--- src/cfir_defines.svh ---
`ifndef CFIR_DEFINES_SVH
`define CFIR_DEFINES_SVH

////////////////////////////////////////////////////////////////////////////
// Datapath widths
////////////////////////////////////////////////////////////////////////////
`define CFIR_SAMPLE_W     24
`define CFIR_COEF_W       27
`define CFIR_PRESUM_W     25
`define CFIR_PROD_W       52
`define CFIR_ACC_W        38
`define CFIR_OUT_W        32

////////////////////////////////////////////////////////////////////////////
// Filter shape
////////////////////////////////////////////////////////////////////////////
`define CFIR_TAPS         29
`define CFIR_COEFS        15
`define CFIR_COEF_ADDR_W  5
`define CFIR_LANES        5
`define CFIR_FIFO_DEPTH   4

// Scaling and rounding
`define CFIR_PROD_SHIFT   18
`define CFIR_OUT_SHIFT    5
`define CFIR_NEG_ROUND    8

`endif

--- src/cfir_pkg.sv ---
`default_nettype none

`include "cfir_defines.svh"

package cfir_pkg;

  typedef logic signed [`CFIR_SAMPLE_W-1:0] sample_t;
  typedef logic signed [`CFIR_COEF_W-1:0]   coef_t;
  typedef logic signed [`CFIR_PRESUM_W-1:0] presum_t;
  typedef logic signed [`CFIR_PROD_W-1:0]   prod_t;
  typedef logic signed [`CFIR_ACC_W-1:0]    acc_t;

  // Sequencer states with three multiply phases per sample
  typedef enum logic [1:0] {ST_IDLE, ST_MUL_0, ST_MUL_1, ST_MUL_2} seq_state_e;

  typedef enum logic [1:0] {PH_0, PH_1, PH_2} phase_e;

endpackage

`default_nettype wire

--- src/cfir_accumulator.sv ---
`timescale 1ns/10ps
`default_nettype none

`include "cfir_defines.svh"

module cfir_accumulator (
  input  logic                          clk,
  input  logic                          RST,
  input  logic                          first_i,
  input  logic                          last_i,
  input  cfir_pkg::prod_t               prod_i_i [`CFIR_LANES],
  input  cfir_pkg::prod_t               prod_q_i [`CFIR_LANES],
  output logic                          push_out_o,
  output logic signed [`CFIR_OUT_W-1:0] fi_o,
  output logic signed [`CFIR_OUT_W-1:0] fq_o
);

  localparam int LANES     = `CFIR_LANES;
  localparam int FIRST_DLY = 4;
  localparam int LAST_DLY  = 5;
  localparam int OUT_LSB   = `CFIR_OUT_SHIFT;
  localparam int OUT_MSB   = `CFIR_OUT_W + `CFIR_OUT_SHIFT - 1;

  logic [FIRST_DLY-1:0] first_pipe;
  logic [LAST_DLY-1:0]  last_pipe;

  cfir_pkg::acc_t sum_i_c;
  cfir_pkg::acc_t sum_q_c;
  cfir_pkg::acc_t lane_i;
  cfir_pkg::acc_t lane_q;
  cfir_pkg::acc_t acc_i;
  cfir_pkg::acc_t acc_q;
  cfir_pkg::acc_t rnd_i;
  cfir_pkg::acc_t rnd_q;

  // Strobes follow the datapath latency
  always_ff @(posedge clk or posedge RST)
  begin
    if (RST)
    begin
      first_pipe <= '0;
      last_pipe  <= '0;
      push_out_o <= 1'b0;
    end
    else
    begin
      first_pipe <= {first_pipe[FIRST_DLY-2:0], first_i};
      last_pipe  <= {last_pipe[LAST_DLY-2:0], last_i};
      push_out_o <= last_pipe[LAST_DLY-1];
    end
  end

  always_comb
  begin
    sum_i_c = '0;
    sum_q_c = '0;
    for (int j = 0; j < LANES; j++)
    begin
      sum_i_c = sum_i_c + cfir_pkg::acc_t'(prod_i_i[j] >>> `CFIR_PROD_SHIFT);
      sum_q_c = sum_q_c + cfir_pkg::acc_t'(prod_q_i[j] >>> `CFIR_PROD_SHIFT);
    end
  end

  always_ff @(posedge clk)
  begin
    lane_i <= sum_i_c;
    lane_q <= sum_q_c;
    if (first_pipe[FIRST_DLY-1])
    begin
      acc_i <= lane_i;
      acc_q <= lane_q;
    end
    else
    begin
      acc_i <= acc_i + lane_i;
      acc_q <= acc_q + lane_q;
    end
  end

  // Negative values get a bias before truncation
  assign rnd_i = acc_i + (acc_i[`CFIR_ACC_W-1] ? cfir_pkg::acc_t'(`CFIR_NEG_ROUND) : '0);
  assign rnd_q = acc_q + (acc_q[`CFIR_ACC_W-1] ? cfir_pkg::acc_t'(`CFIR_NEG_ROUND) : '0);

  always_ff @(posedge clk or posedge RST)
  begin
    if (RST)
    begin
      fi_o <= '0;
      fq_o <= '0;
    end
    else if (last_pipe[LAST_DLY-1])
    begin
      fi_o <= rnd_i[OUT_MSB:OUT_LSB];
      fq_o <= rnd_q[OUT_MSB:OUT_LSB];
    end
  end

endmodule

`default_nettype wire

--- config.mk ---
export PLATFORM = sky130hd
export DESIGN_NAME = cfir_accumulator
export DESIGN_NICKNAME = d
export VERILOG_FILES = /design/src/cfir_pkg.sv /design/src/cfir_accumulator.sv
export VERILOG_INCLUDE_DIRS = /design/src
export SDC_FILE = /design/constraint.sdc
export NUM_CORES = 1
export LEC_CHECK = 0
export ABC_AREA = 0
export BUFFER_PORTS_ARGS = -buffer_cell sky130_fd_sc_hd__buf_2
export CAP_MARGIN = 30
export CORE_MARGIN = 3
export CORE_UTILIZATION = 35
export CTS_CLUSTER_DIAMETER = 200
export DETAILED_ROUTE_END_ITERATION = 8
export GPL_ROUTABILITY_DRIVEN = 0
export REMOVE_ABC_BUFFERS = 1
export SETUP_SLACK_MARGIN = 0.3
export SYNTH_ARGS = -nofsm -noshare
export SYNTH_HDL_FRONTEND = slang
export SYNTH_SLANG_ARGS = --single-unit
--- constraint.sdc ---
create_clock -name clk -period 3.1 [get_ports clk]
set_clock_uncertainty 0.1 [all_clocks]
set_input_delay 0.62 -clock clk [delete_from_list [all_inputs] [get_ports clk]]
set_output_delay 0.62 -clock clk [all_outputs]
set_load 0.02 [all_outputs]
==> impl_results.rst <==
.. list-table::
   :header-rows: 1

   * - Metric
     - Value
   * - Main combinational cell family by area after synthesis
     - adder cells
   * - Comb power frac
     - 73.5%
   * - DIE HEIGHT
     - 254 um
   * - Design internal power
     - 19.5 mW
   * - Count of final setup violators
     - 64
   * - Detailed-route via count
     - 19,045
   * - Top Ports
     - 589
   * - CTS tree
     - built
   * - Primary flip-flop cell chosen by synthesis mapping
     - sky130_fd_sc_hd__dfxtp_1
   * - Switching share of power
     - 44.0%
   * - Number of max-slew violations in the final report
     - 0
   * - Violated checks
     - negative setup slack
   * - Adder and majority cell fraction of the synthesized area
     - 28.3%
   * - Synthesized-area fraction occupied by and/or/nand/nor cells
     - 11.3%
   * - Nature of the critical path startpoint
     - primary input
   * - Total CTS buffers
     - 27
   * - Synthesized-area fraction occupied by ao, oa, aoi and oai cells
     - 16.6%
   * - Clk network pwr share
     - 9.9%
   * - Mapped cell area
     - 21,500 um2
   * - Power per Cell Area
     - 1160 nW/um2
   * - Total of flip-flops plus latches after synthesis
     - 226
   * - Worst IR Drop VDD
     - 0.425 mV
   * - Yosys warns
     - 0
   * - Unrepaired setup endpoints after global routing
     - true
   * - Switching power total
     - 15.3 mW
   * - Total congestion overflow
     - 0
   * - Maximum number of buffers from clock root to sink
     - 3
   * - Leakage power
     - 15.4 nW
   * - Classification of the worst-slack hold path
     - primary input to asynchronous set/reset pin
   * - Data arrival time of the worst path
     - 4.57 ns
   * - Routed Antenna Nets
     - 0
   * - Number of synthesized flops with an enable pin
     - 0
   * - Number of detailed-route iterations in the first pass
     - 5
   * - Overall die area
     - 64,400 um2
   * - Final period utilization
     - 137%
   * - Count of filler cells inserted in the layout
     - 5,890
   * - Number of global-route vias before repair
     - 18,803
   * - Gr usage total
     - 18.1%
   * - Outcome
     - finished with violations
   * - Most area-consuming cells after synthesis
     - sky130_fd_sc_hd__fa_1, sky130_fd_sc_hd__dfxtp_1, sky130_fd_sc_hd__inv_1, sky130_fd_sc_hd__ha_1, sky130_fd_sc_hd__dfrtp_1
   * - Seq pwr share
     - 16.6%
   * - Max-capacitance violation count
     - 0
   * - Routed wire length
     - 59,600 um
   * - Cell at the root of the clock tree
     - sky130_fd_sc_hd__clkbuf_16
   * - Smallest setup slack after layout
     - -1.13 ns
   * - DPL Wire Length
     - 49,300 um
   * - Total core area
     - 60,600 um2
   * - Post-synthesis async set-or-reset flop share
     - 32.7%
   * - Cell taking the most area after synthesis
     - sky130_fd_sc_hd__fa_1
   * - Crit path time final
     - 4.23 ns
   * - Final Hold Vio Count
     - 0
   * - Critical Path Fanout Max
     - 4
   * - Critical path class
     - primary input to register
   * - Sinks on the clock net
     - 226
   * - Core Util, Final
     - 49.3%
   * - WP data required
     - 3.44 ns
   * - Share of final-layout standard cells stronger than drive strength 1
     - 32.9%
   * - Source-to-sink clock delay at the later pin of the worst-skew pair
     - 0.55 ns
   * - Netlist cell types
     - 69
   * - Area growth from synthesis to final layout
     - 39.0%
   * - Wire length of the first global-routing pass
     - 94,200 um
   * - Mean post-synth cell area
     - 8.28 um2
   * - Maximum number of pins on one net before global-route repair
     - 72
   * - Achievable frequency
     - 0.236 GHz
   * - Nets
     - 4,209
   * - Proportion of synthesized chip area in sequential cells
     - 22.8%
   * - Initial Util
     - 35.5%
   * - Remaining design rule violation count
     - 0
   * - Number of buffers added on ports
     - 408
   * - Via density per instance
     - 4.61
   * - Kind of end point of the critical path
     - register
   * - Clock input transition at the sequential cells of the worst setup and hold paths
     - 0.06 ns
   * - Placement row count
     - 90
   * - Drt initial violations
     - 653
   * - Actual transition at the worst max-transition pin
     - 0.770 ns
   * - Number of diodes added for antenna fixing
     - 0
   * - Horiz. Die Dim
     - 254 um
   * - Final routed wire length divided by cell count
     - 14.4 um
   * - Setup tns final
     - -47.63 ns
   * - Max-Slew Margin vs Limit
     - 48.7%
   * - Post-Synth XOR/XNOR Area
     - 7.66%
   * - CTS H-tree lvls
     - 1
   * - Portion of synthesized cell area occupied by the leading cell type
     - 19.6%
   * - Multiplexer share of the synthesized area
     - 0.594%
   * - Initial antenna violation count
     - 12
   * - Synthesized instance count
     - 2,594
==> sequential cells by signal (all words and copies together) (netlist names), 4 cells and up <==
signal,count
acc_i,38
acc_q,38
lane_i,38
lane_q,38
fi_o,32
fq_o,32
last_pipe,5
first_pipe,4
==> synthesized netlist by cell type (all sizes together), types with 30 or more instances <==
| library cell | instances |
|---|---|
| inv | 672 |
| fa | 210 |
| a21oi | 192 |
| nand2 | 162 |
| dfxtp | 152 |
| ha | 150 |
| nor2 | 140 |
| o21ai | 135 |
| xnor2 | 107 |
| xor2 | 81 |
| dfrtp | 74 |
| a21o | 73 |
| nand3 | 51 |
| clkbuf | 46 |
| and3 | 30 |
==> placed cells by master (no fill, tap or decap), drive strengths merged, types with 19 or more instances in the layout <==
master,Yosys,final
and3,30,30
clkbuf,46,37
dfxtp,152,152
buf,9,757
inv,672,673
o21bai,20,20
xor2,81,81
o21a,19,19
a21o,73,73
a31oi,25,25
o21ai,135,135
xnor2,107,107
nor2,140,140
fa,210,210
nand2,162,162
ha,150,150
nand4,25,25
nand3,51,51
dfrtp,74,74
a21oi,192,192
==> critical path, cell delays in order <==
cell	delay, ns
sky130_fd_sc_hd__buf_6	0.07
sky130_fd_sc_hd__inv_2	0.03
sky130_fd_sc_hd__fa_1	0.56
sky130_fd_sc_hd__fa_1	0.43
sky130_fd_sc_hd__fa_1	0.50
sky130_fd_sc_hd__inv_2	0.04
sky130_fd_sc_hd__ha_4	0.16
sky130_fd_sc_hd__fa_2	0.38
sky130_fd_sc_hd__a21o_1	0.19
sky130_fd_sc_hd__a21oi_4	0.14
sky130_fd_sc_hd__o21ai_2	0.08
sky130_fd_sc_hd__a211oi_2	0.18
sky130_fd_sc_hd__buf_4	0.17
sky130_fd_sc_hd__a31oi_4	0.11
sky130_fd_sc_hd__a41oi_2	0.18
sky130_fd_sc_hd__buf_6	0.15
sky130_fd_sc_hd__a31oi_4	0.09
sky130_fd_sc_hd__a211o_1	0.33
sky130_fd_sc_hd__xor2_1	0.15
==> cell families (layout without fill, tap and decap cells) <==
kind of cell	after synthesis	in the layout
buffers and inverters	727	1479
AOI/OAI and AO/OA	572	572
and+or+nand+nor	509	509
adders and majority gates	360	360
DFF	226	226
xor gates and xnor gates	188	188
muxes	12	12
==> worst paths after layout <==
| kind | start | to | slack [ns] | cells past startpoint |
|---|---|---|---|---|
| min reg2reg | last_pipe[3]$_DFF_PP0_ | last_pipe[4]$_DFF_PP0_ | 0.25 | 0 |
| max | prod_i_i[123] | lane_i[31]$_DFF_P_ | -1.13 | 19 |
| min in group clk | first_i | first_pipe[0]$_DFF_PP0_ | 0.08 | 1 |
| max in group asynchronous | RST | fi_o[16]$_DFFE_PP0P_ | 2.15 | 3 |
| min | RST | last_pipe[0]$_DFF_PP0_ | 0.08 | 2 |
| max reg2reg | acc_q[21]$_DFF_P_ | acc_q[37]$_DFF_P_ | 0.29 | 10 |
==> stage by stage <==
| step | setup WS, ns | cell area, um2 | hold WS (ns) | instances | power [mW] |
|---|---|---|---|---|---|
| 2_1_floorplan | -1.90 | 21300 | 0.231 | 2539 | 19.3 |
| 5_1_grt | -1.29 | 29900 | 0.0521 | 4128 | 38.0 |
| 3_5_place_dp | -2.23 | 26500 | 0.235 | 4018 | 26.7 |
| 6_report | -1.13 | 29900 | 0.0784 | 4128 | 34.7 |
| 4_1_cts | -1.13 | 28900 | 0.0431 | 4099 | 32.9 |
| 3_3_place_gp | -2.17 | 26500 | 0.233 | 4018 | 26.6 |
==> final cells by class <==
type / instances / area [um2] / share of cell area (%)
clock buffers: 37 / 774 / 2.59
clock inverters: 13 / 199 / 0.666
inverters: 672 / 2540 / 8.49
multi-input cells: 1641 / 15400 / 51.6
flip-flops and latches: 226 / 4940 / 16.5
well taps: 782 / 978 / 3.28
repair buffers: 757 / 5010 / 16.8
==> layer usage <==
layer  track usage [%]  vias to the layer above  part of all wire [%]
li1                  -                     9756                     -
met1              23.8                     8857                    44
met2              31.8                      367                    49
met3              2.86                       61                   5.3
met4              3.42                        4                   1.6
met5                 0                        -                 0.045
==> power by group through the flow <==
stage | combinational, mW | clock [mW] | sequential (mW)
2_1_floorplan | 13.5 | 0 | 5.76
6_report | 25.6 | 3.42 | 5.77
5_1_grt | 28.4 | 3.65 | 5.95
3_5_place_dp | 21.0 | 0 | 5.66
4_1_cts | 23.6 | 3.54 | 5.67
3_3_place_gp | 20.9 | 0 | 5.64
==> what timing repair did <==
| item | 4_1_cts | 5_1_grt |
|---|---|---|
| setup buffers | 31 | 29 |
| gates resized for setup | 271 | 182 |
| endpoints found under the setup margin | 102 | 106 |
| hold buffers | 0 | 0 |
| pin swaps | 143 | 123 |
| hold endpoints to repair | 0 | 0 |
(Power assumes the default switching activity.)
