$ cat config.mk
export PLATFORM = sky130hd
export DESIGN_NAME = cfir_sample_fifo
export DESIGN_NICKNAME = d
export VERILOG_FILES = /design/src/cfir_pkg.sv /design/src/cfir_sample_fifo.sv
export VERILOG_INCLUDE_DIRS = /design/src
export SDC_FILE = /design/constraint.sdc
export NUM_CORES = 1
export LEC_CHECK = 0
export ABC_AREA = 0
export BUFFER_PORTS_ARGS = -buffer_cell sky130_fd_sc_hd__buf_2
export CAP_MARGIN = 20
export CORE_MARGIN = 2
export CORE_UTILIZATION = 50
export DETAILED_ROUTE_END_ITERATION = 10
export PLACE_DENSITY = 0.75
export REMOVE_ABC_BUFFERS = 1
export SETUP_SLACK_MARGIN = 0.4
export SLEW_MARGIN = 5
export SYNTH_ARGS = -nofsm -noshare
export SYNTH_HDL_FRONTEND = slang
export SYNTH_SLANG_ARGS = --single-unit
$ cat constraint.sdc
create_clock -name clk -period 2.65 [get_ports clk]
set_clock_uncertainty 0.1 [all_clocks]
set_input_delay 0.265 -clock clk [delete_from_list [all_inputs] [get_ports clk]]
set_output_delay 0.265 -clock clk [all_outputs]
set_load 0.02 [all_outputs]
$ cat src/cfir_defines.svh
`ifndef CFIR_DEFINES_SVH
`define CFIR_DEFINES_SVH

////////////////////////////////////////////////////////////////////////////
// Datapath widths
////////////////////////////////////////////////////////////////////////////
`define CFIR_SAMPLE_W     24
`define CFIR_COEF_W       27
`define CFIR_PRESUM_W     25
`define CFIR_PROD_W       52
`define CFIR_ACC_W        38
`define CFIR_OUT_W        32

////////////////////////////////////////////////////////////////////////////
// Filter shape
////////////////////////////////////////////////////////////////////////////
`define CFIR_TAPS         29
`define CFIR_COEFS        15
`define CFIR_COEF_ADDR_W  5
`define CFIR_LANES        5
`define CFIR_FIFO_DEPTH   4

// Scaling and rounding
`define CFIR_PROD_SHIFT   18
`define CFIR_OUT_SHIFT    5
`define CFIR_NEG_ROUND    8

`endif

$ cat src/cfir_pkg.sv
`default_nettype none

`include "cfir_defines.svh"

package cfir_pkg;

  typedef logic signed [`CFIR_SAMPLE_W-1:0] sample_t;
  typedef logic signed [`CFIR_COEF_W-1:0]   coef_t;
  typedef logic signed [`CFIR_PRESUM_W-1:0] presum_t;
  typedef logic signed [`CFIR_PROD_W-1:0]   prod_t;
  typedef logic signed [`CFIR_ACC_W-1:0]    acc_t;

  // Sequencer states with three multiply phases per sample
  typedef enum logic [1:0] {ST_IDLE, ST_MUL_0, ST_MUL_1, ST_MUL_2} seq_state_e;

  typedef enum logic [1:0] {PH_0, PH_1, PH_2} phase_e;

endpackage

`default_nettype wire

$ cat src/cfir_sample_fifo.sv
`timescale 1ns/10ps
`default_nettype none

`include "cfir_defines.svh"

module cfir_sample_fifo (
  input  logic              clk,
  input  logic              RST,
  input  logic              push_i,
  input  cfir_pkg::sample_t samp_i_i,
  input  cfir_pkg::sample_t samp_q_i,
  input  logic              pop_i,
  output logic              full_o,
  output logic              empty_o,
  output logic              accept_o,
  output cfir_pkg::sample_t head_i_o,
  output cfir_pkg::sample_t head_q_o
);

  localparam int DEPTH = `CFIR_FIFO_DEPTH;
  localparam int PTR_W = $clog2(DEPTH);

  cfir_pkg::sample_t mem_i [DEPTH];
  cfir_pkg::sample_t mem_q [DEPTH];

  logic [PTR_W-1:0] wr_ptr;
  logic [PTR_W-1:0] rd_ptr;
  logic [PTR_W-1:0] wr_ptr_nxt;
  logic [PTR_W-1:0] rd_ptr_nxt;

  // A push while full is dropped
  assign accept_o   = push_i & ~full_o;
  assign wr_ptr_nxt = wr_ptr + 1'b1;
  assign rd_ptr_nxt = rd_ptr + 1'b1;

  assign head_i_o = mem_i[rd_ptr];
  assign head_q_o = mem_q[rd_ptr];

  always_ff @(posedge clk)
  begin
    if (accept_o)
    begin
      mem_i[wr_ptr] <= samp_i_i;
      mem_q[wr_ptr] <= samp_q_i;
    end
  end

  always_ff @(posedge clk or posedge RST)
  begin
    if (RST)
    begin
      wr_ptr  <= '0;
      rd_ptr  <= '0;
      full_o  <= 1'b0;
      empty_o <= 1'b1;
    end
    else
    begin
      case ({accept_o, pop_i})
        2'b10:
        begin
          wr_ptr  <= wr_ptr_nxt;
          empty_o <= 1'b0;
          full_o  <= (wr_ptr_nxt == rd_ptr);
        end
        2'b01:
        begin
          rd_ptr  <= rd_ptr_nxt;
          full_o  <= 1'b0;
          empty_o <= (rd_ptr_nxt == wr_ptr);
        end
        // Occupancy unchanged
        2'b11:
        begin
          wr_ptr <= wr_ptr_nxt;
          rd_ptr <= rd_ptr_nxt;
        end
        default:
        begin
        end
      endcase
    end
  end

endmodule

`default_nettype wire

==> impl_metrics.json, run 1 <==
{
  "start_util": 0.511,
  "clockBufferDepth": 2,
  "io_pins": 103,
  "chipHeight_um": 126,
  "routabilityCongestion": 0.696,
  "reg2reg_depth": 3,
  "detail-route-antenna-nets": 0,
  "diodes": 0,
  "dpl_worst_slack_ps": 600,
  "setup_tns_ps": 0,
  "yosys.area.top_type": "edfxtp_1",
  "dp_hpwl_um": 7640,
  "drtIter0Drc": 199,
  "vias": 3547,
  "finalCritPeriodShare": 0.836,
  "criticalPathCategory": "flop to output port",
  "synthDominantCellAreaShare": 0.779,
  "rows": 44,
  "syn_area_mm2": 0.00740,
  "drt_wl_total_um": 13400,
  "port_buffers": 102,
  "ys_seq_area_frac": 0.799,
  "grtUsageTotal": 0.172,
  "cts_num_sinks": 198,
  "hp-class": "input pin to async pin",
  "finalSetupViolations": 0,
  "maxSlewViolCount": 0,
  "grt_pass1_wl_um": 20200,
  "drv_cap": 0,
  "design.core.area_mm2": 0.0145,
  "max_freq_ghz": 0.451,
  "clkLatencyLatePin_ps": 420,
  "antenna_found_initial": 0,
  "r2r_setup_slack_ps": 590,
  "drive_gt1_frac": 0.436,
  "synthToLayoutAreaGrowth_pct": 29.7,
  "ir_drop_v": 0.000582,
  "die_width_um": 126,
  "first_global_vias": 3766,
  "path_clk_slew_ps": 70,
  "ys_seq_elements": 198,
  "final_net_count": 535,
  "relSlewSlack": 0.605,
  "required_ps": 2290,
  "r2r_start": "full_o",
  "synth.distinct_cells": 22,
  "start_kind": "flop",
  "die_area_mm2": 0.0158,
  "overflow": 0,
  "final_util": 0.663,
  "grt_max_degree": 33,
  "holdWs_ps": 194,
  "ys_top_cells_by_area": "edfxtp_1, mux4_2, dfrtp_1",
  "viasPerCell": 5.27,
  "postSynthAreaPerCell_um2": 25.3,
  "crit_fanout": 6,
  "period_needed_ps": 2220,
  "p_leak_uw": 0.00342,
  "finalHoldViolCount": 0,
  "layout_setup_ws_ps": 435,
  "clockRootBuffer": "clkbuf_16",
  "htree_num_levels": 4,
  "drc": 0,
  "rsz0062_at_grt": "yes",
  "cts_made_buffers": 17,
  "cts_tree": "done",
  "wl_per_cell_um": 19.9,
  "dp_cells": 580,
  "synthCells": 293,
  "p_per_area_mw_per_mm2": 1140,
  "worst_pin_slew_ps": 592,
  "crit_arrival_ps": 1850,
  "fin_cells": 673,
  "ys_warn_count": 0,
  "crit_path_end_kind": "output port",
  "status": "complete, no violations",
  "first_pass_iters": 5,
  "r2r_end": "mem_i[3][9]"
}
## logic make-up (layout without fill, tap and decap cells)
group,after synthesis,in the layout,synth area share
buffers and inverters,17,213,0.0210
XOR/XNOR,5,5,0.00591
multiplexers,50,50,0.149
flip-flops,198,198,0.799
AO/OA/AOI/OAI,3,3,0.00355
adder cells (fa/ha/maj),7,7,0.0118
AND/OR/NAND/NOR,13,13,0.00963
## worst max-delay path by stage
stage,startpoint,end,slack [ps],cells past startpoint
6_report,rd_ptr[0],head_i_o[16],430,4
5_1_grt,rd_ptr[0],head_q_o[0],370,4
4_1_cts,rd_ptr[0],head_i_o[11],400,3
3_5_place_dp,full_o,mem_i[3][21],600,3
3_3_place_gp,rd_ptr[0],head_i_o[11],640,3
2_1_floorplan,rd_ptr[0],head_i_o[0],-470,1
## power by group
part	switching (uW)	internal (uW)
Combinational	2000	1890
Sequential	165	4100
Clock	1030	1720
Total	3200	7710
## through the flow
step | total power [uW] | cell area, um^2
2_1_floorplan | 6490 | 7270
3_3_place_gp | 7530 | 8150
3_5_place_dp | 7600 | 8150
4_1_cts | 10400 | 9300
5_1_grt | 11400 | 9600
6_report | 10900 | 9600
## layout by cell type, fill, tap and decap left out, types with 4 or more instances in the layout
| cell type | n |
|---|---|
| edfxtp_1 | 192 |
| buf_2 | 84 |
| dlygate4sd3_1 | 49 |
| mux4_2 | 48 |
| clkbuf_16 | 21 |
| buf_6 | 20 |
| buf_4 | 14 |
| ha_1 | 7 |
| inv_1 | 5 |
| bufinv_16 | 5 |
| xnor2_1 | 4 |
| and2_2 | 4 |
| clkinv_2 | 4 |
| buf_12 | 4 |
## final cells by class
class                      instances  area (um^2)
clock buffer                      22          464
timing repair buffer             176         1450
fill                             980         4880
sequential                       198         5920
clock inverter                    10          178
inverter                           5         18.8
tap                              184          230
multi-input combinational         78         1340
## worst max-delay path: stages, from the launching register on
cell	delay [ps]
dfrtp_4	430
buf_12	150
clkbuf_16	170
mux4_2	520
buf_6	150
## Yosys cell counts
| cell | count |
|---|---|
| nand2_1 | 2 |
| nand2b_1 | 1 |
| buf_2 | 6 |
| mux2i_1 | 1 |
| and2b_1 | 2 |
| buf_12 | 4 |
| edfxtp_1 | 192 |
| nor2_1 | 3 |
| xor2_1 | 1 |
| mux2_2 | 1 |
| buf_8 | 1 |
| nor2b_1 | 1 |
| buf_6 | 1 |
| mux4_2 | 48 |
| o41ai_2 | 1 |
| o21ai_0 | 2 |
| xnor2_1 | 4 |
| and2_1 | 4 |
| dfstp_2 | 1 |
| ha_1 | 7 |
| dfrtp_1 | 5 |
| inv_1 | 5 |
## flip-flops by register name, indices dropped and copies added (netlist names)
register	count
mem_i	96
mem_q	96
rd_ptr	2
wr_ptr	2
empty_o	1
full_o	1
## repair_timing
action	4_1_cts	5_1_grt
hold buffers	49	0
buffers inserted	2	5
endpoints found under the hold margin	198	0
gates resized for setup	1	41
endpoints found under the setup margin	47	30
cloned	0	5
## routing by layer
metal  vias up  global-route usage  part of all wire  wire length [um]
met2       102               0.286              0.51              6820
met1      1828               0.223              0.43              5790
li1       1596                   -                 -                 -
met4         0              0.0647             0.020               273
met3        21              0.0412             0.038               513
met5         -                   0                 0                 0
Note: power is estimated with default switching activity, not from simulation.
==> run 2: changes to the inputs <==
--- a/config.mk
+++ b/config.mk
@@ -6,13 +6,13 @@
 export SDC_FILE = /design/constraint.sdc
 export NUM_CORES = 1
 export LEC_CHECK = 0
-export ABC_AREA = 0
+export ABC_AREA = 1
 export BUFFER_PORTS_ARGS = -buffer_cell sky130_fd_sc_hd__buf_2
 export CAP_MARGIN = 20
 export CORE_MARGIN = 2
 export CORE_UTILIZATION = 50
 export DETAILED_ROUTE_END_ITERATION = 10
-export PLACE_DENSITY = 0.75
+export PLACE_DENSITY = 0.78
 export REMOVE_ABC_BUFFERS = 1
 export SETUP_SLACK_MARGIN = 0.4
 export SLEW_MARGIN = 5
==> constraint.sdc (replaced) <==
create_clock -name clk -period 1.85 [get_ports clk]
set_clock_uncertainty 0.1 [all_clocks]
set_input_delay 0.185 -clock clk [delete_from_list [all_inputs] [get_ports clk]]
set_output_delay 0.185 -clock clk [all_outputs]
set_load 0.02 [all_outputs]
==> run 2 against run 1 <==
  * The run now ends with negative setup slack left
  * Worst setup slack got worse by 740 ps
  * Sequential cell count is the same
  * Critical path depth grew 2
  * Sequential power is 45% higher
  * Utilization grew 16 points
  * Register-to-register slack got worse by 580 ps
  * Final cell count up 47%
  * Worst hold slack worse by 58 ps
  * Non-clock buffer count is 99 higher
  * Die area up 2.6%
  * Design area is 28% higher
  * Largest cell class unchanged
==> impl_metrics.json, run 2 <==
{
  "status": "finished with violations",
  "violations": "negative setup slack",
  "crit_fanout": 17,
  "grt_pass1_wl_um": 36000,
  "layout_setup_ws_ps": -310,
  "p_leak_uw": 0.00452,
  "start_util": 0.506,
  "crit_arrival_ps": 1870,
  "synth.area.mux_share": 0,
  "die_width_um": 127,
  "synth_compound_area_frac": 0.114,
  "drv_cap": 0,
  "viasPerCell": 6.12,
  "synth_common_cells": "edfxtp_1, nor2_1, o21ai_0",
  "wl_met3_um": 2100,
  "synthXorXnorAreaFrac": 0.00230,
  "final_net_count": 845,
  "overflow": 0,
  "grtUsageTotal": 0.307,
  "chipHeight_um": 127,
  "required_ps": 1560,
  "wl_met1_um": 9390,
  "clockRootBuffer": "clkbuf_16",
  "port_buffers": 102,
  "setup_tns_ps": -11620,
  "clkLatencyLatePin_ps": 450,
  "vias": 6042,
  "syn_area_mm2": 0.00760,
  "maxSlewViolCount": 0,
  "crit_path_end_kind": "output port",
  "drc": 0,
  "period_needed_ps": 2160,
  "wl_per_cell_um": 28.1,
  "layout_commonest_cell": "edfxtp_1",
  "finalSetupViolations": 48,
  "drive_gt1_frac": 0.488,
  "synth_top_family_by_area": "compound AO/OA/AOI/OAI gates",
  "cts_made_buffers": 17,
  "detail-route-antenna-nets": 0,
  "hp-class": "input pin to async pin",
  "top_layer": "met4",
  "ir_drop_v": 0.00105,
  "ys_warn_count": 0,
  "synth_fa_ha_area_frac": 0.0115,
  "synth.distinct_cells": 23,
  "start_kind": "flop",
  "postSynthAreaPerCell_um2": 14.6,
  "synthSimpleGateAreaFrac": 0.0638,
  "design.core.area_mm2": 0.0150,
  "ys_seq_area_frac": 0.778,
  "relSlewSlack": 0.786,
  "cp-startpoint": "rd_ptr[0]",
  "synthCells": 521,
  "antenna_found_initial": 0,
  "dp_hpwl_um": 9900,
  "synth_async_sr_flop_share": 0.0303,
  "r2r_start": "full_o",
  "synth_ff_type": "edfxtp_1",
  "rows": 45,
  "final_cell_mix": "edfxtp_1, buf_6, nor2_1",
  "cts_tree": "done",
  "synth_edf_count": 192,
  "diodes": 0,
  "reg.largest.list": "mem_i (96), mem_q (96)",
  "die_area_mm2": 0.0162,
  "clockBufferDepth": 2,
  "drtIter0Drc": 690,
  "yosys.area.top_type": "edfxtp_1",
  "cts_num_sinks": 198,
  "first_global_vias": 5966,
  "synth.most_common_cell": "edfxtp_1",
  "p_per_area_mw_per_mm2": 1800,
  "rsz0062_at_grt": "yes",
  "path_clk_slew_ps": 70,
  "first_pass_iters": 5,
  "max_freq_ghz": 0.463,
  "final_util": 0.820,
  "ys_top_cells_by_area": "edfxtp_1, o21ai_0, nor2_1",
  "drt_wl_total_um": 27800,
  "ys_seq_elements": 198,
  "dr_wl_met2_um": 14800,
  "criticalPathCategory": "flop to output port",
  "io_pins": 103,
  "worst_pin_slew_ps": 321,
  "finalCritPeriodShare": 1.17,
  "synthDominantCellAreaShare": 0.758,
  "dpl_worst_slack_ps": 43.2,
  "grt_max_degree": 32,
  "finalHoldViolCount": 0,
  "routabilityCongestion": 0.724,
  "htree_num_levels": 4,
  "synthToLayoutAreaGrowth_pct": 62.0
}
==> run 2: through the flow <==
step	power [uW]	area (um^2)	hold WS (ps)	cells
finish	22200	12300	135	987
global route	22700	12300	173	987
CTS	19500	11500	137	965
detailed placement	12100	8500	38.1	801
global placement	11900	8500	44.1	801
floorplan	9660	7420	-125	490
==> run 2: area by class of cell <==
| cell class | instances | area (um^2) |
|---|---|---|
| repair buffers | 275 | 3470 |
| inverters | 13 | 66.3 |
| repair inverters | 2 | 32.5 |
| clock inverters | 15 | 119 |
| multi-input cells | 279 | 2050 |
| clock buffers | 17 | 425 |
| fillers | 651 | 2710 |
| flip-flops and latches | 198 | 5920 |
| well taps | 188 | 235 |
==> run 2: cells by family after synthesis <==
logic type | count (synthesis)
AO/OA/AOI/OAI | 148
XOR/XNOR | 2
adder cells (fa/ha/maj) | 7
buffers and inverters | 44
flip-flops | 198
AND/OR/NAND/NOR | 122
==> run 2: metal layers <==
layer / up-vias / track usage
li1: 2489 / -
met1: 3018 / 0.365
met2: 411 / 0.539
met3: 124 / 0.0766
met4: 0 / 0.120
met5: - / 0
==> run 2: repair_timing <==
action / 4_1_cts / 5_1_grt
hold buffers: 49 / 0
buffers inserted: 52 / 14
hold endpoints to repair: 198 / 0
pin swaps: 52 / 41
endpoints found under the setup margin: 246 / 249
gates resized for setup: 246 / 135
cloned: 31 / 8
==> run 2: final timing paths <==
kind / cells after the start / slack, ps / end
hold reg to reg: 3 / 570 / empty_o
max in group asynchronous: 3 / 1230 / empty_o
min in group clk: 5 / 210 / rd_ptr[1]
hold / removal: 3 / 140 / full_o
setup / recovery: 6 / -310 / head_i_o[0]
setup reg to reg: 8 / 10 / mem_q[1][7]
==> run 2: where the power goes <==
group,total [uW],internal [uW],switching [uW]
combinational,12400,5910,6520
sequential,6190,5830,361
clock,3540,1750,1790
==> run 2: worst max-delay path, cell delays in order, from the launching register on <==
cell and delay, ps:
dfrtp_4 510, buf_12 170, inv_12 80, buf_16 150, o21ai_1 100, o22ai_1 200, buf_4 200
